[config.mk]
export PLATFORM = sky130hd
export DESIGN_NAME = video_timing
export DESIGN_NICKNAME = d
export VERILOG_FILES = /design/src/common/video_pkg.sv /design/src/video/video_timing.sv
export SDC_FILE = /design/constraint.sdc
export NUM_CORES = 1
export LEC_CHECK = 0
export CORE_MARGIN = 1
export CORE_UTILIZATION = 50
export CTS_CLUSTER_DIAMETER = 50
export DETAILED_ROUTE_END_ITERATION = 10
export DONT_BUFFER_PORTS = 1
export GPL_TIMING_DRIVEN = 0
export PLACE_DENSITY = 0.69
export SYNTH_ARGS = -nofsm -noshare
export SYNTH_HDL_FRONTEND = slang
export SYNTH_SLANG_ARGS = --single-unit
export TNS_END_PERCENT = 5
[constraint.sdc]
create_clock -name pck -period 2.6 [get_ports pck]
set_input_delay 0.52 -clock pck [delete_from_list [all_inputs] [get_ports pck]]
set_output_delay 0.52 -clock pck [all_outputs]
set_load 0.01 [all_outputs]
[src/common/video_pkg.sv]
package video_pkg;

   // ========================================================================
   // pixel format
   // ========================================================================

   localparam int color_w = 8;             // one colour plane, one byte
   localparam int pixel_w = 3 * color_w;   // red high, green mid, blue low

   // pixel and line counters of the timing generator
   // 12 bits covers totals up to 4095
   localparam int cnt_w = 12;

   // ========================================================================
   // default video timing, 320x240 with small porches
   // ========================================================================

   // horizontal, in pixels
   localparam int def_h_active = 320;
   localparam int def_h_front  = 8;        // front porch
   localparam int def_h_sync   = 32;       // sync width
   localparam int def_h_back   = 40;       // back porch

   // vertical, in lines
   localparam int def_v_active = 240;
   localparam int def_v_front  = 3;
   localparam int def_v_sync   = 4;
   localparam int def_v_back   = 6;

   // line total 400 pixels, frame total 253 lines
   // at a 25 MHz pixel clock this is a bit under 250 frames per second

endpackage

[src/video/video_timing.sv]
`timescale 1ns/1ps

// free running raster timing on the pixel clock
// all outputs registered from the counters
module video_timing #(
   parameter int h_active = video_pkg::def_h_active,
   parameter int h_front  = video_pkg::def_h_front,
   parameter int h_sync   = video_pkg::def_h_sync,
   parameter int h_back   = video_pkg::def_h_back,
   parameter int v_active = video_pkg::def_v_active,
   parameter int v_front  = video_pkg::def_v_front,
   parameter int v_sync   = video_pkg::def_v_sync,
   parameter int v_back   = video_pkg::def_v_back
) (
   input  logic                        pck,
   input  logic                        rst_n,
   output logic [video_pkg::cnt_w-1:0] h_count,
   output logic [video_pkg::cnt_w-1:0] v_count,
   output logic                        t_de,
   output logic                        t_hsync,
   output logic                        t_vsync
);

   localparam int h_total  = h_active + h_front + h_sync + h_back;
   localparam int v_total  = v_active + v_front + v_sync + v_back;
   localparam int hs_start = h_active + h_front;   // sync follows front porch
   localparam int hs_end   = hs_start + h_sync;
   localparam int vs_start = v_active + v_front;
   localparam int vs_end   = vs_start + v_sync;

   logic [video_pkg::cnt_w-1:0] h_cnt;   // pixel in line
   logic [video_pkg::cnt_w-1:0] v_cnt;   // line in frame
   logic                        de_c;
   logic                        hs_c;
   logic                        vs_c;

   // ========================================================================
   // raster counters
   // ========================================================================

   always_ff @(posedge pck or negedge rst_n) begin
      if (!rst_n) begin
         h_cnt <= '0;
         v_cnt <= '0;
      end else if (h_cnt == h_total - 1) begin   // end of line
         h_cnt <= '0;
         if (v_cnt == v_total - 1) begin         // end of frame
            v_cnt <= '0;
         end else begin
            v_cnt <= v_cnt + 1'b1;
         end
      end else begin
         h_cnt <= h_cnt + 1'b1;
      end
   end

   // window decode
   assign de_c = (h_cnt < h_active) && (v_cnt < v_active);
   assign hs_c = (h_cnt >= hs_start) && (h_cnt < hs_end);
   assign vs_c = (v_cnt >= vs_start) && (v_cnt < vs_end);   // whole lines

   // ========================================================================
   // registered outputs, counts stay aligned with the flags
   // ========================================================================

   always_ff @(posedge pck or negedge rst_n) begin
      if (!rst_n) begin
         h_count <= '0;
         v_count <= '0;
         t_de    <= 1'b0;
         t_hsync <= 1'b0;
         t_vsync <= 1'b0;
      end else begin
         h_count <= h_cnt;
         v_count <= v_cnt;
         t_de    <= de_c;
         t_hsync <= hs_c;
         t_vsync <= vs_c;
      end
   end

   // sync sits in blanking only
   a_de_hsync: assert property (
      @(posedge pck) disable iff (!rst_n)
      !(t_de && t_hsync)
   );

endmodule

==> qor.yml <==
status: "finished, final reports clean"
postRouteWirelength_um: 3090
p_leak_nw: 1.00
via_per_inst: 5.59
fin_crit_ns: 2.08
setup_slack_ns: 0.521
ys_ff_latch: 51
dp_slack_ns: 0.565
first_iter_violations: 85
path_class: "register to register"
place.gp.congestion: 0.873
die_x_um: 64.2
clock-root-buffer: "clkbuf_8"
ir_drop_mv: 0.273
rsz0062_at_grt: "no"
cp_max_fo: 10
cp_num_buf_inv: 1
dp_hpwl_um: 2070
synth-edff-count: 0
antennaDiodeCount: 0
grt_pass1_wl_um: 5490
slew_violations: 0
fin_util_pct: 57.1
cts_inserted_buffers: 5
synthTopCellsByArea: "dfrtp_1 (66%), xor2_1 (4.5%), nand3_1 (3.4%)"
cp.arrival_ns: 2.30
port_buffers: 0
max_freq_ghz: 0.481
fillers: 332
regArea_sq_um: 1280
clk_pin_slew_worst_paths_ns: 0.08
post-route-drc-count: 0
hold_class: "input pin to asynchronous set/reset pin"
yosysMostFrequentCell: "dfrtp_1"
multi_input_area_sq_um: 602
area_delta_synth_final_pct: 9.07
antenna_found_initial: 0
grt_max_degree: 52
drive_gt1_share_pct: 6.43
cap_viol_max_count: 0
start_kind: "register"
synth_top_area_share_pct: 66.1
grt_use_total_pct: 17.9
synth_nets: 168
power.density_nw_per_um2: 594
max_slew_margin_pct: 72.3
synth.top_cells.by_count: "dfrtp_1 (51), nand3_1 (13), nor2_1 (11)"
layout.nets: 176
finalCritPeriodShare_pct: 80.0
netlist.top_cell.by_area: "dfrtp_1"
clk_path_buf_depth: 2
syn_area_sq_um: 1930
syn_inst: 163
grt-ovfl-total: 0
drt-wirelength-per-cell_um: 14.1
yosysWarnings: 0
crit_path_end_kind: "register"
syn-mean-instance-area_sq_um: 11.9
chipHeight_um: 64.2
synth_cell_type_count: 29
place_area_sq_um: 1990
worstPathRequired_ns: 2.82
start_util_pct: 52.4
async_flop_share_pct: 100
cts_tree: "done"
routed-via-count: 1225
setup_violations: 0
ios: 29
drt_first_pass_iters: 4
cts_sinks: 51
cp_slowest_cell: "dfrtp_1"
core_sq_um: 3690
synthFlopType: "dfrtp_1"
power_mw: 1.25
design_area_sq_um: 2110
clkLatencyLatePin_ns: 0.30
htreeDepth: 2
timing.final.hold_violations: 0
crit_chain: "ha_1 > nand3_1 > nand4b_1 > clkbuf_1 > nor4_1 > xor2_1"
rows: 22
dieArea_sq_um: 4120
antenna_left: 0
worst_pin_slew_ns: 0.415
fin_setup_tns_ns: 0
yosysSeqAreaShare_pct: 66.1
fin_skew_ns: 0.00289
cp_top_family: "simple AND/OR/NAND/NOR gates"
cts-resized-gates: 0
slowest_delay_ns: 0.43
post-cts-setup-buffers: 0
grt_pass1_vias: 1194
## final cells by class
class	count	share of cell area [%]
plain buffers	6	1.13
clock buffers	6	3.92
clock inverters	1	0.238
inverters	8	1.43
multi-input cells	98	28.6
flip-flops and latches	51	60.6
well taps	48	2.85
repair buffers	1	1.31
## timing repair
item                                    CTS  global route
endpoints found under the setup margin    0             0
hold buffers                              1             0
endpoints found under the hold margin    51             0
## flip-flops by register name (all words and copies together), names as in the netlist
name	cells
h_cnt	12
h_count	12
t_de	1
t_hsync	1
t_vsync	1
v_cnt	12
v_count	12
## routing by layer
layer | share of wire, % | vias to the layer above | wire length (um) | track usage (%)
met3 | 4.0 | 7 | 125 | 4.82
met2 | 47 | 36 | 1450 | 27.9
met5 | 0 | - | 0 | 0
met1 | 47 | 609 | 1450 | 22.3
met4 | 2.1 | 0 | 65 | 10.3
li1 | - | 573 | - | -
## power breakdown
part	internal (mW)	leakage, nW	switching [mW]
sequential	0.792	0.683	0
clock	0.209	0.0470	0.231
combinational	0.00446	0.274	0.0139
total	1.01	1.00	0.245
## layout by cell type, fill, tap and decap left out, drive strengths merged
cell	netlist	layout
nor4	5	5
a31oi	1	1
xnor2	3	3
dfrtp	51	51
nor2b	1	1
nor3b	1	1
nand3	13	13
nor3	7	7
or4	1	1
mux2	1	1
xor2	10	10
clkbuf	5	11
or3	6	6
nor2	11	11
a21o	1	1
a22o	2	2
and3	2	2
and2	1	1
clkinv	0	1
nand2	7	7
or2b	1	1
o21ai	9	9
buf	1	2
nand4	2	2
nand4b	1	1
ha	3	3
and4b	1	1
inv	8	8
a21oi	7	7
o2bb2ai	1	1
## per-stage QoR
stage,hold slack (ns),instances
2_1_floorplan,0.224,163
3_3_place_gp,0.225,211
6_report,0.0662,219
5_1_grt,0.0727,219
4_1_cts,0.0682,219
3_5_place_dp,0.225,211
## cell families after synthesis
| group | Yosys count | share of synthesized area [%] |
|---|---|---|
| adders and majority gates | 3 | 1.94 |
| muxes | 1 | 0.583 |
| and+or+nand+nor | 60 | 16.5 |
| xor gates and xnor gates | 13 | 5.89 |
| AOI/OAI and AO/OA | 21 | 6.22 |
| DFF | 51 | 66.1 |
| buffers and inverters | 14 | 2.78 |
## final timing paths
check | end | cells after the start | startpoint | slack, ns
max in group asynchronous | v_count[6]$_DFF_PN0_ | 1 | rst_n | 2.33
max | v_cnt[10]$_DFFE_PN0N_ | 6 | h_cnt[0]$_DFF_PN0_ | 0.52
min | h_count[6]$_DFF_PN0_ | 1 | rst_n | 0.07
min reg2reg | h_count[6]$_DFF_PN0_ | 0 | h_cnt[6]$_DFF_PN0_ | 0.37
min in group pck | h_count[6]$_DFF_PN0_ | 0 | h_cnt[6]$_DFF_PN0_ | 0.37
max reg2reg | v_cnt[10]$_DFFE_PN0N_ | 6 | h_cnt[0]$_DFF_PN0_ | 0.52
Note: power is estimated with default switching activity, not from simulation.
