## src/common/video_pkg.sv

```systemverilog
package video_pkg;

   // ========================================================================
   // pixel format
   // ========================================================================

   localparam int color_w = 8;             // one colour plane, one byte
   localparam int pixel_w = 3 * color_w;   // red high, green mid, blue low

   // pixel and line counters of the timing generator
   // 12 bits covers totals up to 4095
   localparam int cnt_w = 12;

   // ========================================================================
   // default video timing, 320x240 with small porches
   // ========================================================================

   // horizontal, in pixels
   localparam int def_h_active = 320;
   localparam int def_h_front  = 8;        // front porch
   localparam int def_h_sync   = 32;       // sync width
   localparam int def_h_back   = 40;       // back porch

   // vertical, in lines
   localparam int def_v_active = 240;
   localparam int def_v_front  = 3;
   localparam int def_v_sync   = 4;
   localparam int def_v_back   = 6;

   // line total 400 pixels, frame total 253 lines
   // at a 25 MHz pixel clock this is a bit under 250 frames per second

endpackage

```

## src/video/frame_scanout.sv

```systemverilog
`timescale 1ns/1ps

// plane read addressing and output alignment
// t_de to den is two pck, rgb follows den
module frame_scanout #(
   parameter int h_active  = video_pkg::def_h_active,
   parameter int pix_count = 76800,
   parameter int addr_w    = 17
) (
   input  logic                          pck,
   input  logic                          rst_n,
   input  logic [video_pkg::cnt_w-1:0]   h_count,
   input  logic [video_pkg::cnt_w-1:0]   v_count,
   input  logic                          t_de,
   input  logic                          t_hsync,
   input  logic                          t_vsync,
   input  logic [video_pkg::color_w-1:0] rd_r,
   input  logic [video_pkg::color_w-1:0] rd_g,
   input  logic [video_pkg::color_w-1:0] rd_b,
   output logic [addr_w-1:0]             rd_addr,
   output logic [video_pkg::pixel_w-1:0] rgb,
   output logic                          hsync,
   output logic                          vsync,
   output logic                          den
);

   logic [addr_w-1:0] pix_addr;   // line * width + column
   logic              de_q;       // stage one flags
   logic              hs_q;
   logic              vs_q;

   // only meaningful inside the active window
   assign pix_addr = addr_w'(v_count * h_active + h_count);

   // ========================================================================
   // stage one, address to the planes
   // ========================================================================

   always_ff @(posedge pck or negedge rst_n) begin
      if (!rst_n) begin
         rd_addr <= '0;
         de_q    <= 1'b0;
         hs_q    <= 1'b0;
         vs_q    <= 1'b0;
      end else begin
         if (t_de) begin
            rd_addr <= pix_addr;   // held through blanking
         end
         de_q <= t_de;
         hs_q <= t_hsync;
         vs_q <= t_vsync;
      end
   end

   // ========================================================================
   // stage two, flags meet the plane read register
   // ========================================================================

   always_ff @(posedge pck or negedge rst_n) begin
      if (!rst_n) begin
         den   <= 1'b0;
         hsync <= 1'b0;
         vsync <= 1'b0;
      end else begin
         den   <= de_q;
         hsync <= hs_q;
         vsync <= vs_q;
      end
   end

   // black outside the picture
   assign rgb = den ? {rd_r, rd_g, rd_b} : '0;

   // visible pixels must read inside the plane memories
   a_rd_range: assert property (
      @(posedge pck) disable iff (!rst_n)
      de_q |-> (rd_addr < pix_count)
   );

endmodule

```

## config.mk

```make
export PLATFORM = sky130hd
export DESIGN_NAME = frame_scanout
export DESIGN_NICKNAME = d
export VERILOG_FILES = /design/src/common/video_pkg.sv /design/src/video/frame_scanout.sv
export SDC_FILE = /design/constraint.sdc
export NUM_CORES = 1
export LEC_CHECK = 0
export ABC_AREA = 1
export BUFFER_PORTS_ARGS = -buffer_cell sky130_fd_sc_hd__buf_4
export CELL_PAD_IN_SITES_DETAIL_PLACEMENT = 1
export CELL_PAD_IN_SITES_GLOBAL_PLACEMENT = 1
export CORE_UTILIZATION = 27
export DETAILED_ROUTE_END_ITERATION = 6
export GPL_TIMING_DRIVEN = 0
export PLACE_DENSITY_LB_ADDON = 0.1
export SETUP_SLACK_MARGIN = 0.1
export SLEW_MARGIN = 20
export SYNTH_ARGS = -nofsm -noshare
export SYNTH_HDL_FRONTEND = slang
export SYNTH_SLANG_ARGS = --single-unit
```

## constraint.sdc

```tcl
create_clock -name pck -period 0.8 [get_ports pck]
set_clock_uncertainty 0.05 [all_clocks]
set_input_delay 0.04 -clock pck [delete_from_list [all_inputs] [get_ports pck]]
set_output_delay 0.04 -clock pck [all_outputs]
set_load 0.02 [all_outputs]
```

==> results of run 1 <==
## flip-flops by register name (all words and copies together), names as in the netlist
name     cells
hsync        1
de_q         1
rd_addr     17
den          1
vsync        1
vs_q         1
hs_q         1
## logic make-up (layout without fill, tap and decap cells)
logic type / Yosys count / in the layout / share of synthesized area
compound gates: 16 / 16 / 0.0507
xor+xnor: 5 / 5 / 0.0240
fa+ha+maj: 23 / 23 / 0.166
buf+inv: 59 / 180 / 0.123
flops: 23 / 23 / 0.315
simple gates: 133 / 133 / 0.320
## power by group
part	internal [mW]	switching, mW
combinational	1.51	1.50
sequential	1.36	0.160
clock	0.355	0.359
total	3.23	2.01
## through the flow
| stage | total power, mW | cell area [um^2] |
|---|---|---|
| 6_report | 5.24 | 3500 |
| 5_1_grt | 5.60 | 3500 |
| 4_1_cts | 5.16 | 3380 |
| 3_5_place_dp | 3.89 | 2820 |
| 3_3_place_gp | 3.85 | 2820 |
| 2_1_floorplan | 2.97 | 2010 |
## final timing paths
kind / from / to
max: v_count[1] / rd_addr[16]$_DFFE_PN0P_
min: h_count[0] / rd_addr[0]$_DFFE_PN0P_
max reg2reg: rd_addr[9]$_DFFE_PN0P_ / rd_addr[9]$_DFFE_PN0P_
min reg2reg: vs_q$_DFF_PN0_ / vsync$_DFF_PN0_
max in group asynchronous: rst_n / rd_addr[5]$_DFFE_PN0P_
min in group asynchronous: rst_n / rd_addr[2]$_DFFE_PN0P_
## area by class of cell
class,count,area (um^2)
flip-flops and latches,23,586
repair buffers,117,1120
plain buffers,5,67.6
well taps,77,96.3
clock buffers,4,45.0
inverters,54,205
fillers,772,2920
multi-input cells,177,1380
## repair_timing
item / in CTS / in global routing
setup endpoints to repair: 61 / 60
hold endpoints to repair: 33 / 4
gates resized for setup: 82 / 29
pin swaps: 23 / 10
gates cloned: 2 / 0
buffers inserted: 12 / 3
## worst register-to-register path, stage by stage (launching register included)
cell	delay, ns
dfrtp_1	0.42
buf_4	0.15
nand2_1	0.06
o21ai_1	0.07
## cell usage after synthesis (all sizes together)
cell type,number,share of area
nand2,107,0.23
inv,54,0.11
dfrtp,23,0.32
ha,21,0.14
nand3,16,0.052
a21oi,6,0.016
nor2,6,0.021
o21ai,6,0.016
clkbuf,5,0.012
xnor2,4,0.019
nand4,3,0.010
fa,2,0.022
o21bai,2,0.0082
a21boi,1,0.0062
a31oi,1,0.0034
nand3b,1,0.0062
xor2,1,0.0048
## per-layer routing
metal	part of all wire	wire [um]	vias to the layer above	GRT usage
met5	0	0	-	0
met4	0.0057	32	0	0.0235
met3	0.061	343	4	0.0295
met2	0.54	3060	63	0.320
met1	0.39	2200	951	0.190
li1	-	-	1025	-
==> metrics.cfg, run 1 <==
[global_route]
grt_pass1_wl_um = 9470
grt_usage = 0.164
antenna_found_initial = 0
grt_max_degree = 24
grt.overflow.total = 0
grt_pass1_vias = 2081

[critical_path]
cp-end-kind = register
cp_cell_sequence = buf_8, ha_4, ha_4, fa_2, xor2_1, ha_1, a21oi_2, a21boi_4, nor2_4, nand3_1, nand2_1, nand3_1, nand2_1
cpLargestDelayFamily = adder cells
crit_buf_inv = 1
crit_type = in2reg
cpMaxStageDelayCell = fa_2
ff2ff_path_depth = 3
crit_arrival_ns = 2.00
r2r_slack_ns = -0.06
slowest_delay_ns = 0.35
worstSetupStartpointType = input pin
cp_max_fo = 4
critPathRequiredTime_ns = 0.91
crit_cells = 13

[power_and_ir_drop]
p_leak_nw = 1.96
power.density_nw_per_um2 = 1500
vdd_drop_max_mv = 1.48

[layout]
fin_cells = 457
drive_gt1_frac = 0.584
nets = 457
final_cell_mix = nand2_1 (69), buf_4 (57), buf_6 (49), inv_2 (29), inv_1 (24)
utilization = 0.545
final_common_cell = nand2_1
areaGrowthSynthToFinish_pct = 91.8
antenna_cells = 0

[status]
failed_checks = DRC, hold timing, setup timing
run_status = finished with violations

[timing]
fin_setup_tns_ns = -20.36
hold_violations = 4
post-route-period-util = 2.37
timing.hold.ws_ns = -0.0742
setup_viol = 54
setup_ws_ns = -1.10
max_freq_mhz = 527
worst_pin_slew_ns = 0.287
drv_slew = 0
rsz0062_at_grt = yes
final.min_clock_period_ns = 1.90
slew_headroom = 0.808

[synthesis]
ys_types = 24
yosysWarnings = 0
syn_inst = 259
ys_ff_latch = 23
synth_seq_area_share = 0.316
syn-num-nets = 335
synth.avg_cell_area_um2 = 7.04
synth_area_um2 = 1820

[placed_design]
dpl.cell_count = 431
dp_slack_ns = -1.57
hpwl_um = 4100
portBuffers = 95
globalplace.congestion = 0.760

[clock_network]
clockBufferDepth = 2
cts_tree = done
postCtsHoldBufs = 6
cts_root_buffer = clkbuf_8
path_clk_slew_ns = 0.08
cts.sinks = 23
cts_buffers = 3
clock_insertion_delay_worst_skew_ns = 0.26
htree_levels = 1

[flow_run]
drv_cap = 0

[worst_hold_path]
min_path_type = in2reg
holdPathStages = 3

[route]
ant_nets = 0
drtIter0Drc = 54
wire_per_inst_um = 12.3
drc = 20
routed_wl_um = 5640
drt_first_pass_iters = 6
vias_per_cell = 4.47
vias = 2043

[die]
start_util = 0.284
ios = 97
die_h_um = 84.2
num_rows = 29
core_um2 = 6420
fp.dieW_um = 84.2
die_area_um2 = 7090

No activity file was read; power rests on OpenSTA's default activity.
==> run 2: changes to the inputs <==
--- a/config.mk
+++ b/config.mk
@@ -6,11 +6,11 @@
 export NUM_CORES = 1
 export LEC_CHECK = 0
 export ABC_AREA = 1
-export BUFFER_PORTS_ARGS = -buffer_cell sky130_fd_sc_hd__buf_4
 export CELL_PAD_IN_SITES_DETAIL_PLACEMENT = 1
 export CELL_PAD_IN_SITES_GLOBAL_PLACEMENT = 1
-export CORE_UTILIZATION = 27
+export CORE_UTILIZATION = 38
 export DETAILED_ROUTE_END_ITERATION = 6
+export DONT_BUFFER_PORTS = 1
 export GPL_TIMING_DRIVEN = 0
 export PLACE_DENSITY_LB_ADDON = 0.1
 export SETUP_SLACK_MARGIN = 0.1
==> run 2 against run 1 <==
The run still ends with DRC, hold timing, setup timing left. Worst setup slack improved by 0.013 ns. First-iteration DRC count rose by 37%. Sequential share of layout area rose by 6.0 points. Highest routed layer unchanged. Power fell by 15%. Sequential power rose by 16%.
==> metrics.cfg, run 2 (synthesis gave the netlist of run 1 again) <==
[status]
run_status = finished with violations
failed_checks = DRC, hold timing, setup timing

[layout]
top_register = rd_addr
multiInputGateArea_um2 = 1390
seq_area_um2 = 601
areaGrowthSynthToFinish_pct = 44.6
antenna_cells = 0
drive_gt1_frac = 0.458
largest_reg_flops = 17
final_common_cell = nand2_1
nets = 361
final_cell_mix = nand2_1 (69), inv_1 (25), nand2_4 (25), inv_4 (24), dfrtp_2 (17)
fillers = 511

[timing]
post-route-period-util = 2.35
max_freq_mhz = 531
slew_headroom = 0.653
drv_slew = 0
setup_viol = 50
worst_pin_slew_ns = 0.521
final.min_clock_period_ns = 1.88
timing.hold.ws_ns = -0.304
hold_violations = 24
fin_setup_tns_ns = -17.63
rsz0062_at_grt = yes
setup_ws_ns = -1.08

[flow_run]
drv_cap = 0

[critical_path]
rr_endpoint = rd_addr[15]$_DFFE_PN0P_
cp_max_fo = 3
worstSetupStartpointType = input pin
crit_arrival_ns = 1.99
cp-end-kind = register
crit_type = in2reg
r2r_slack_ns = 0.01
critPathRequiredTime_ns = 0.90
ff2ff_path_depth = 2
reg2reg_from = rd_addr[15]$_DFFE_PN0P_

[global_route]
grt.overflow.total = 0
antenna_found_initial = 0
grt_util_met2 = 0.400
grt_pass1_wl_um = 7920
met3_usage = 0.0394
grt_pass1_vias = 1771
grt_util_met1 = 0.208
grt_max_degree = 24
top_usage_layer = met2
grt_usage = 0.196

[power_and_ir_drop]
power.density_nw_per_um2 = 1690
p_leak_nw = 1.43
finalPower_mw = 4.47
vdd_drop_max_mv = 1.21

[placed_design]
globalplace.congestion = 0.716
portBuffers = 0
hpwl_um = 3450

[clock_network]
cts_tree = done
path_clk_slew_ns = 0.08
clockBufferDepth = 2
clock_insertion_delay_worst_skew_ns = 0.26
htree_levels = 1
cts.sinks = 23
cts_buffers = 3
postCtsHoldBufs = 10
cts_root_buffer = clkbuf_8

[die]
core_um2 = 4470
ios = 97
die_h_um = 71.3
num_rows = 24
start_util = 0.408
fp.dieW_um = 71.3
die_area_um2 = 5080

[route]
ant_nets = 0
routed_wl_um = 5010
vias_per_cell = 5.07
drt_first_pass_iters = 6
vias = 1702
wire_per_inst_um = 14.9
drtIter0Drc = 74
drc = 10

[worst_hold_path]
min_path_type = in2async

## run 2: cell types whose count changed in the layout (fill, tap and decap cells not counted), sizes merged
| cell | before | now |
|---|---|---|
| dlygate4sd3 | 5 | 8 |
| buf | 111 | 12 |
## run 2: metal layers
| layer | share of wire | up-vias |
|---|---|---|
| li1 | - | 837 |
| met1 | 0.36 | 802 |
| met2 | 0.56 | 59 |
| met3 | 0.066 | 4 |
| met4 | 0.010 | 0 |
| met5 | 0 | - |
## run 2: layout make-up
class	count	share of cell area
clock buffer	4	0.0171
multi-input combinational	177	0.526
buffer	5	0.0266
tap	52	0.0247
sequential	23	0.228
timing repair buffer	21	0.0783
inverter	54	0.0996
## run 2: what timing repair did
action                     CTS  global route
setup endpoints to repair   61            61
buffers inserted             6             3
pin swaps                   17            15
gates cloned                 2             0
resized for setup           68            27
hold endpoints to repair    35            24
## run 2: per-stage QoR
step	hold slack (ns)	cell area, um^2	instances	setup slack [ns]	util
3_3_place_gp	-0.305	2080	311	-1.42	0.464
4_1_cts	-0.0326	2550	333	-1.02	0.570
2_1_floorplan	-0.306	2010	259	-1.26	-
5_1_grt	-0.263	2640	336	-1.20	0.589
3_5_place_dp	-0.305	2080	311	-1.44	0.464
6_report	-0.304	2640	336	-1.08	0.589
## run 2: worst max-delay path by stage
stage	from	slack, ns	end	cells past startpoint
floorplan	v_count[1]	-1.26	rd_addr[16]$_DFFE_PN0P_	12
global placement	v_count[1]	-1.42	rd_addr[16]$_DFFE_PN0P_	12
detailed placement	v_count[1]	-1.44	rd_addr[16]$_DFFE_PN0P_	12
CTS	v_count[3]	-1.02	rd_addr[15]$_DFFE_PN0P_	14
global route	v_count[3]	-1.20	rd_addr[15]$_DFFE_PN0P_	14
finish	v_count[3]	-1.08	rd_addr[15]$_DFFE_PN0P_	15
## run 2: report_power, final
part	switching, mW	total, mW	leakage (nW)	internal (mW)
sequential	0.387	1.77	0.256	1.38
clock	0.355	0.710	0.0228	0.355
combinational	1.08	1.99	1.15	0.905
total	1.82	4.47	1.43	2.65
## run 2: worst max-delay path, cell delays in order
cell and delay [ns]:
ha_4 0.25, ha_4 0.13, fa_2 0.44, ha_4 0.30, nand2_2 0.06, nor2_1 0.12, nand2_1 0.09, nand3_2 0.07
nand2_1 0.06, nand2_1 0.08, nand2_2 0.07, inv_2 0.06, nand3_2 0.06, nand3_1 0.10, nand2_1 0.07
