<file path="src/common/video_pkg.sv">
package video_pkg;

   // ========================================================================
   // pixel format
   // ========================================================================

   localparam int color_w = 8;             // one colour plane, one byte
   localparam int pixel_w = 3 * color_w;   // red high, green mid, blue low

   // pixel and line counters of the timing generator
   // 12 bits covers totals up to 4095
   localparam int cnt_w = 12;

   // ========================================================================
   // default video timing, 320x240 with small porches
   // ========================================================================

   // horizontal, in pixels
   localparam int def_h_active = 320;
   localparam int def_h_front  = 8;        // front porch
   localparam int def_h_sync   = 32;       // sync width
   localparam int def_h_back   = 40;       // back porch

   // vertical, in lines
   localparam int def_v_active = 240;
   localparam int def_v_front  = 3;
   localparam int def_v_sync   = 4;
   localparam int def_v_back   = 6;

   // line total 400 pixels, frame total 253 lines
   // at a 25 MHz pixel clock this is a bit under 250 frames per second

endpackage

</file>
<file path="src/byte_unpack.sv">
`timescale 1ns/1ps

// byte stream to three plane write ports
// byte order per pixel is red, green, blue
module byte_unpack #(
   parameter int pix_count = 76800,   // pixels per frame
   parameter int addr_w    = 17       // plane address width
) (
   input  logic                          dclk,
   input  logic                          rst_n,
   input  logic [video_pkg::color_w-1:0] data_in,
   input  logic                          data_en,
   output logic [addr_w-1:0]             wr_addr,
   output logic [video_pkg::color_w-1:0] wr_data,
   output logic                          wea_r,
   output logic                          wea_g,
   output logic                          wea_b
);

   localparam logic [addr_w-1:0] last_addr = addr_w'(pix_count - 1);

   logic [1:0]        plane_q;   // 0 red, 1 green, 2 blue
   logic [addr_w-1:0] pix_q;     // pixel the next byte belongs to

   // ========================================================================
   // position in the stream, counted from reset only
   // ========================================================================

   always_ff @(posedge dclk or negedge rst_n) begin
      if (!rst_n) begin
         plane_q <= 2'd0;
         pix_q   <= '0;
      end else if (data_en) begin        // idle cycles leave the count alone
         if (plane_q == 2'd2) begin      // blue closes the pixel
            plane_q <= 2'd0;
            pix_q   <= (pix_q == last_addr) ? '0 : pix_q + 1'b1;   // wrap at frame end
         end else begin
            plane_q <= plane_q + 2'd1;
         end
      end
   end

   // ========================================================================
   // write port, one cycle behind the accepted byte
   // ========================================================================

   always_ff @(posedge dclk or negedge rst_n) begin
      if (!rst_n) begin
         wea_r   <= 1'b0;
         wea_g   <= 1'b0;
         wea_b   <= 1'b0;
         wr_addr <= '0;
      end else begin
         wea_r <= data_en && (plane_q == 2'd0);   // one-cycle strobes
         wea_g <= data_en && (plane_q == 2'd1);
         wea_b <= data_en && (plane_q == 2'd2);
         if (data_en) begin
            wr_addr <= pix_q;
         end
      end
   end

   // byte payload
   always_ff @(posedge dclk) begin
      if (data_en) begin
         wr_data <= data_in;
      end
   end

   // a byte lands in exactly one plane
   a_one_plane: assert property (
      @(posedge dclk) disable iff (!rst_n)
      $onehot0({wea_r, wea_g, wea_b})
   );

endmodule

</file>
<file path="config.mk">
export PLATFORM = sky130hd
export DESIGN_NAME = byte_unpack
export DESIGN_NICKNAME = d
export VERILOG_FILES = /design/src/common/video_pkg.sv /design/src/byte_unpack.sv
export SDC_FILE = /design/constraint.sdc
export NUM_CORES = 1
export LEC_CHECK = 0
export ABC_AREA = 0
export BUFFER_PORTS_ARGS = -buffer_cell sky130_fd_sc_hd__buf_2
export CAP_MARGIN = 20
export CORE_MARGIN = 2
export CORE_UTILIZATION = 48
export CTS_CLUSTER_SIZE = 16
export DETAILED_ROUTE_END_ITERATION = 7
export GPL_TIMING_DRIVEN = 0
export PLACE_DENSITY = 0.73
export SYNTH_ARGS = -nofsm -noshare
export SYNTH_HDL_FRONTEND = slang
export SYNTH_SLANG_ARGS = --single-unit
export TNS_END_PERCENT = 50
</file>
<file path="constraint.sdc">
create_clock -name dclk -period 1.65 [get_ports dclk]
set_input_delay 0.33 -clock dclk [delete_from_list [all_inputs] [get_ports dclk]]
set_output_delay 0.33 -clock dclk [all_outputs]
set_load 0.03 [all_outputs]
</file>
==> results of run 1 <==
worst max-delay path: cells and delay by family, from the launching register on:
family	cells	cell delay (ns)
compound gates	1	0.12
flops	1	0.39
simple gates	3	1.17
what timing repair did:
action | CTS | global route
hold buffers | 0 | 0
resized for setup | 12 | 6
setup buffers | 11 | 3
endpoints found under the setup margin | 18 | 13
pin swaps | 3 | 5
through the flow:
step / total power, mW / setup TNS [ns] / setup slack, ns
floorplan: 1.754 / -0.1714 / -0.1714
global placement: 1.897 / -4.433 / -0.3177
detailed placement: 1.919 / -5.701 / -0.4033
CTS: 2.886 / -0.1311 / -0.07097
global route: 3.040 / -0.6108 / -0.1398
finish: 2.901 / -0.2113 / -0.1012
kinds of logic (layout without fill, tap and decap cells):
group / count (synthesis) / count (layout) / share of synthesized area [%]
compound gates: 23 / 23 / 7.166
xor+xnor: 7 / 7 / 3.192
fa+ha+maj: 1 / 1 / 0.6514
buf+inv: 6 / 66 / 1.173
flops: 47 / 47 / 63.32
mux: 17 / 17 / 9.967
simple gates: 48 / 48 / 14.53
final cells by class:
cell class	instances	area, µm²	area share [%]
Timing Repair Buffer	52	302.8	12.26
Sequential cell	47	1219	49.34
Inverter	3	11.26	0.4559
Clock buffer	5	68.82	2.786
Tap cell	48	60.06	2.432
Clock inverter	3	47.55	1.925
Buffer	3	13.76	0.5572
Multi-Input combinational cell	96	747.0	30.24
routing by layer:
layer	GRT usage [%]	vias up
met5	0	-
met4	9.184	0
met3	5.833	9
met2	28.47	45
met1	24.72	703
li1	-	667
layout by cell type (no fill, tap or decap), types with 4 or more instances in the layout:
cell type	synthesis	final
a31oi_1	5	5
and3_1	4	4
buf_2	0	39
buf_4	0	12
clkbuf_8	0	5
dfrtp_1	39	37
edfxtp_1	8	8
mux2_2	17	17
nand2_1	12	12
nand3_1	5	5
nor2_1	6	6
o21ai_0	8	7
xor2_1	4	4
power breakdown:
part	internal (mW)	switching (mW)	total [mW]
Combinational	0.269	0.379	0.648
Sequential	1.31	0.0901	1.40
Clock	0.459	0.393	0.852
sequential cells by signal, indices dropped and copies added (netlist names):
| signal | flops |
|---|---|
| pix_q | 17 |
| wr_addr | 17 |
| wr_data | 8 |
| plane_q | 2 |
| wea_b | 1 |
| wea_g | 1 |
| wea_r | 1 |
how the worst max path moves through the flow:
stage,endpoint,slack [ns],cells past startpoint
2_1_floorplan,pix_q[16]$_DFFE_PN0P_,-0.17,5
3_3_place_gp,wr_addr[8]$_DFFE_PN0P_,-0.32,4
3_5_place_dp,wr_addr[2]$_DFFE_PN0P_,-0.40,4
4_1_cts,pix_q[16]$_DFFE_PN0P_,-0.07,4
5_1_grt,pix_q[16]$_DFFE_PN0P_,-0.14,4
6_report,pix_q[16]$_DFFE_PN0P_,-0.10,4
==> summary.txt, run 1 <==
Yosys
  • Post-synth EDFFs: 8
  • Post-Syn Area per Cell: between 10 and 15 µm²
  • Synth cell types: 36
  • Top-count cell post-synth: dfrtp_1
  • FF+latch count, synth: 47
  • Largest cells by area after synthesis: dfrtp_1 (51%), edfxtp_1 (13%), mux2_2 (10%)
  • Sequential area share after synthesis: between 60 and 70%
  • Most used DFF post-synth: dfrtp_1
  • Synth Cell Area: a little under 2000 µm²
  • Commonest cells post-synth: dfrtp_1 (39), mux2_2 (17), nand2_1 (12)
  • Asr flop ratio synth: 82.98%
  • Syn_nets: 161
  • Ys Warns: 0
  • Synth area leader: dfrtp_1
  • Synth top area share: 50.81%
  • Gate Count Post-Synth: approximately 150

Floorplan
  • Die Y-Extent: 67.26 µm
  • Initial Utilization: around half
  • Row Count: 22
  • Die footprint: between 4000 and 5000 µm²
  • Core box area: about 3700 µm²
  • Die width: between 60 and 70 µm
  • IO Pins: 39

Cells and area
  • Final Core Density: 65.98%
  • Final instance area: 2470 µm²
  • Fillcell total: 295
  • Nets: 220
  • Layout area overhead: 28.60%
  • Layout cells sized above 1: between 40% and 50%
  • Non-filler instance count after layout: 257
  • Ant. Diodes: 0

Global routing
  • First-pass GRT wire length: roughly 6.2 mm
  • Vias in the first global route: about 1400
  • Initial antenna violation count: 0
  • Pin count of the biggest net entering global routing: 40
  • GRT Util Overall: between 10% and 20%
  • Grt ovf: 0

Flow run
  • Max Cap Viol: 0

STA
  • RSZ-0062 raised after global routing: true
  • Worst rel slew slack: 44.35%
  • Fmax: approximately 570 MHz
  • Worst setup margin: -0.1012 ns
  • Tightest Pin Transition: 0.8347 ns
  • Layout Skew: roughly 0.0068 ns
  • Final Setup Violations: 5
  • Max-slew violation count: 0
  • Hold Fails Final Rpt: 0
  • Worst hold margin: roughly 0.12 ns
  • Final min period: between 1.5 and 2 ns
  • Final period util: 106.1%

Routing
  • Pre-antenna DRT Iters: 4
  • M1 WL: between 1.5 and 2 mm
  • DR DRC count: 0
  • DR iter-0 viols: around 130
  • DRT antenna net count: 0
  • Routed len/inst: between 10 and 15 µm
  • Routed wire length: 3.797 mm
  • Total number of vias: approximately 1400
  • Avg Vias per Cell: between 5 and 6
  • Max Used Layer: met4
  • Routed wl met3: 230 µm
  • WL met2: between 1.5 and 2 mm

Setup path
  • Reg2reg start: plane_q[0]$_DFFE_PN0P_
  • Crit-path max FO: 3
  • Crit path kind: reg -> reg
  • Reg2Reg Capture Point: pix_q[16]$_DFFE_PN0P_
  • Cells on worst reg2reg path: 4
  • Worst setup path start: plane_q[0]$_DFFE_PN0P_
  • CP max stage delay: between 0.5 and 0.6 ns
  • Critical Path Start Type: register
  • Worst EP required: 1.89 ns
  • Most used cell, CP: or4_4
  • R2R setup slack: -0.10 ns
  • Slowest CP cell: or4_4
  • CP Capture Type: register
  • Critical path, cell by cell: nand3b_1 -> or4_4 -> or4_4 -> a21oi_2
  • Arrival time worst endpoint: between 1.5 and 2 ns

Clock tree
  • Clk sink count: 47
  • Clock transition at path regs: 0.09 ns
  • CTS tree: done
  • Clock buffer depth: 2
  • Clock Tree Root: clkbuf_8
  • Clock Latency Late Sink: roughly 0.30 ns
  • H-tree levels: 2
  • CTS Buf Count: 5

Power
  • P per Cell Area: 1175 nW/µm²
  • LEAKAGE: about 1.2 nW
  • Max VDD drop: 0.0007842 V

Outcome
  • Failing checks: setup timing
  • Status: finished with violations

Hold path
  • Hold Path Class: in -> async

Place
  • Post-DP Area: 2173 µm²
  • GPL Wtd Cong: about 0.89
  • Placed insts: between 200 and 250
  • IO Port Bufs: 38
  • Dpl hpwl: 2.441 mm
Power figures use the tool's default switching activity.
==> inputs of run 2 (changes only) <==
PLACE_DENSITY = 0.81   (was 0.73)
==> run 2 against run 1 <==
Compared with the run above:
- the flow still finishes with violations (setup timing)
- via count is 0.77% lower
- final cell count unchanged
- largest cell class unchanged
- die area stayed put
- setup slack lost 0.033 ns
- global-route usage increased by 0.58 points
- cell area is 1.3% lower
- count of clock-buffer cells in the layout grew 2
- clock skew about the same
==> summary.txt, run 2 (synthesis results as in run 1) <==
Clock tree
  • Clock buffer depth: 2
  • Clock Tree Root: clkbuf_8
  • CTS Buf Count: 5
  • Clock Latency Late Sink: between 0.2 and 0.3 ns
  • Post-CTS Hold Fix Bufs: 0
  • Clk sink count: 47
  • H-tree levels: 2
  • Clock transition at path regs: approximately 0.080 ns
  • CTS tree: done

Setup path
  • Slowest CP cell: or4_4
  • R2R setup slack: -0.13 ns
  • Most used cell, CP: or4_4
  • Arrival time worst endpoint: about 2.0 ns
  • Crit-path max FO: 3
  • Cells on worst reg2reg path: 4
  • CP Capture Type: register
  • Critical path, cell by cell: nand3b_1 -> or4_4 -> or4_4 -> a21oi_2
  • Worst EP required: 1.87 ns
  • CP max stage delay: around 0.52 ns
  • Crit path kind: reg -> reg
  • Critical Path Start Type: register

Power
  • Gate power share: about 25%
  • Sequential group share of total power: a little over half
  • Psw: 0.8179 mW
  • Max VDD drop: 0.0008820 V
  • Clock power frac: 23.5%
  • LEAKAGE: between 1 and 1.5 nW
  • P per Cell Area: about 1100 nW/µm²
  • Fraction of power spent switching nets: between 30 and 40%
  • Total Power: about 2.7 mW
  • Int Pwr: 1.893 mW

STA
  • Hold Fails Final Rpt: 0
  • Final min period: approximately 1.8 ns
  • RSZ-0062 raised after global routing: true
  • Final Setup Violations: 2
  • Worst setup margin: -0.1337 ns
  • Tightest Pin Transition: about 0.85 ns
  • Worst rel slew slack: a little over two fifths
  • Max-slew violation count: 0
  • Worst hold margin: approximately 0.14 ns
  • Final period util: 108.1%
  • Fmax: approximately 560 MHz
  • Layout Skew: ~0.0064 ns

Floorplan
  • Die Y-Extent: 67.26 µm
  • Die footprint: around 4500 µm²
  • IO Pins: 39
  • Core box area: about 3700 µm²
  • Initial Utilization: between 50% and 60%
  • Row Count: 22
  • Die width: between 60 and 70 µm

Routing
  • DR DRC count: 0
  • Routed len/inst: roughly 15 µm
  • Routed wire length: 3.901 mm
  • DRT antenna net count: 0
  • Pre-antenna DRT Iters: 4
  • Avg Vias per Cell: 5.498
  • Total number of vias: between 1000 and 1500
  • DR iter-0 viols: 77

Cells and area
  • Final instance area: between 2000 and 2500 µm²
  • Ant. Diodes: 0
  • Most frequent cells in the layout: buf_2 (39), dfrtp_1 (34), mux2_2 (17), buf_4 (12), nand2_1 (11)
  • Top Registers: pix_q x17, wr_addr x17, wr_data x8
  • Nets: 220
  • Fillcell total: 290
  • Layout cells sized above 1: 47.37%
  • Commonest non-fill, non-tap cell in the layout: buf_2
  • Layout area overhead: 26.91%

Global routing
  • First-pass GRT wire length: 6.499 mm
  • Vias in the first global route: between 1000 and 1500
  • Grt ovf: 0
  • Initial antenna violation count: 0
  • GRT Util Overall: between 10% and 20%
  • Pin count of the biggest net entering global routing: 40

Place
  • Dpl hpwl: 2.560 mm
  • DP Worst Slack: -0.4694 ns
  • Post-DP Area: between 2000 and 2500 µm²
  • GPL Wtd Cong: between 0.8 and 0.9
  • IO Port Bufs: 38

Outcome
  • Failing checks: setup timing
  • Status: finished with violations

Flow run
  • Max Cap Viol: 0

Hold path
  • Hold Path Class: in -> async
-- run 2: worst max-delay path, delay by kind of cell (launching register included) --
family / cells / cell delay [ns]
AO/OA/AOI/OAI: 1 / 0.15
flip-flops: 1 / 0.39
AND/OR/NAND/NOR: 3 / 1.18
-- run 2: layer usage --
| layer | global-route usage, % | routed length (µm) | part of all wire, % | vias up |
|---|---|---|---|---|
| met5 | 0 | 0 | 0 | - |
| met3 | 4.833 | 250 | 6.4 | 6 |
| met4 | 5.357 | 47 | 1.2 | 0 |
| met2 | 34.53 | 1979 | 51 | 43 |
| met1 | 23.44 | 1623 | 42 | 703 |
| li1 | - | - | - | 661 |
-- run 2: power groups by stage --
stage	combinational (mW)	clock, mW	sequential, mW
3_3_place_gp	0.454	0	1.44
4_1_cts	0.581	0.665	1.40
5_1_grt	0.738	0.727	1.43
2_1_floorplan	0.175	0	1.58
6_report	0.665	0.638	1.41
3_5_place_dp	0.471	0	1.45
-- run 2: final cells by class --
cell class / instances / area, µm² / area share, %
Clock inverter: 1 / 5.005 / 0.2053
Buffer: 3 / 13.76 / 0.5647
Sequential cell: 47 / 1222 / 50.15
Inverter: 3 / 15.01 / 0.6160
Tap cell: 48 / 60.06 / 2.464
Clock buffer: 7 / 76.32 / 3.131
Timing Repair Buffer: 52 / 302.8 / 12.42
Multi-Input combinational cell: 96 / 742.0 / 30.44
-- run 2: repair_timing --
| item | 4_1_cts | 5_1_grt |
|---|---|---|
| buffers inserted | 8 | 6 |
| endpoints found under the setup margin | 20 | 16 |
| resized for setup | 8 | 14 |
| pin swaps | 6 | 4 |
| gates cloned | 0 | 0 |
-- run 2: final timing paths --
path                                        start                endpoint
max                        plane_q[0]$_DFFE_PN0P_   pix_q[16]$_DFFE_PN0P_
min                                         rst_n  wr_addr[9]$_DFFE_PN0P_
max reg2reg                plane_q[0]$_DFFE_PN0P_   pix_q[16]$_DFFE_PN0P_
min reg2reg                plane_q[1]$_DFFE_PN0P_         wea_g$_DFF_PN0_
max in group asynchronous                   rst_n    pix_q[7]$_DFFE_PN0P_
min in group dclk                      data_in[5]    wr_data[5]$_DFFE_PP_
-- run 2: through the flow --
stage | setup TNS [ns] | std cells | utilization (%)
after floorplan | -0.1714 | 149 | -
after global placement | -5.287 | 235 | 58.05
after detailed placement | -6.625 | 235 | 58.05
after CTS | -0.2155 | 251 | 62.80
after global routing | -0.6524 | 257 | 65.11
final | -0.2141 | 257 | 65.11
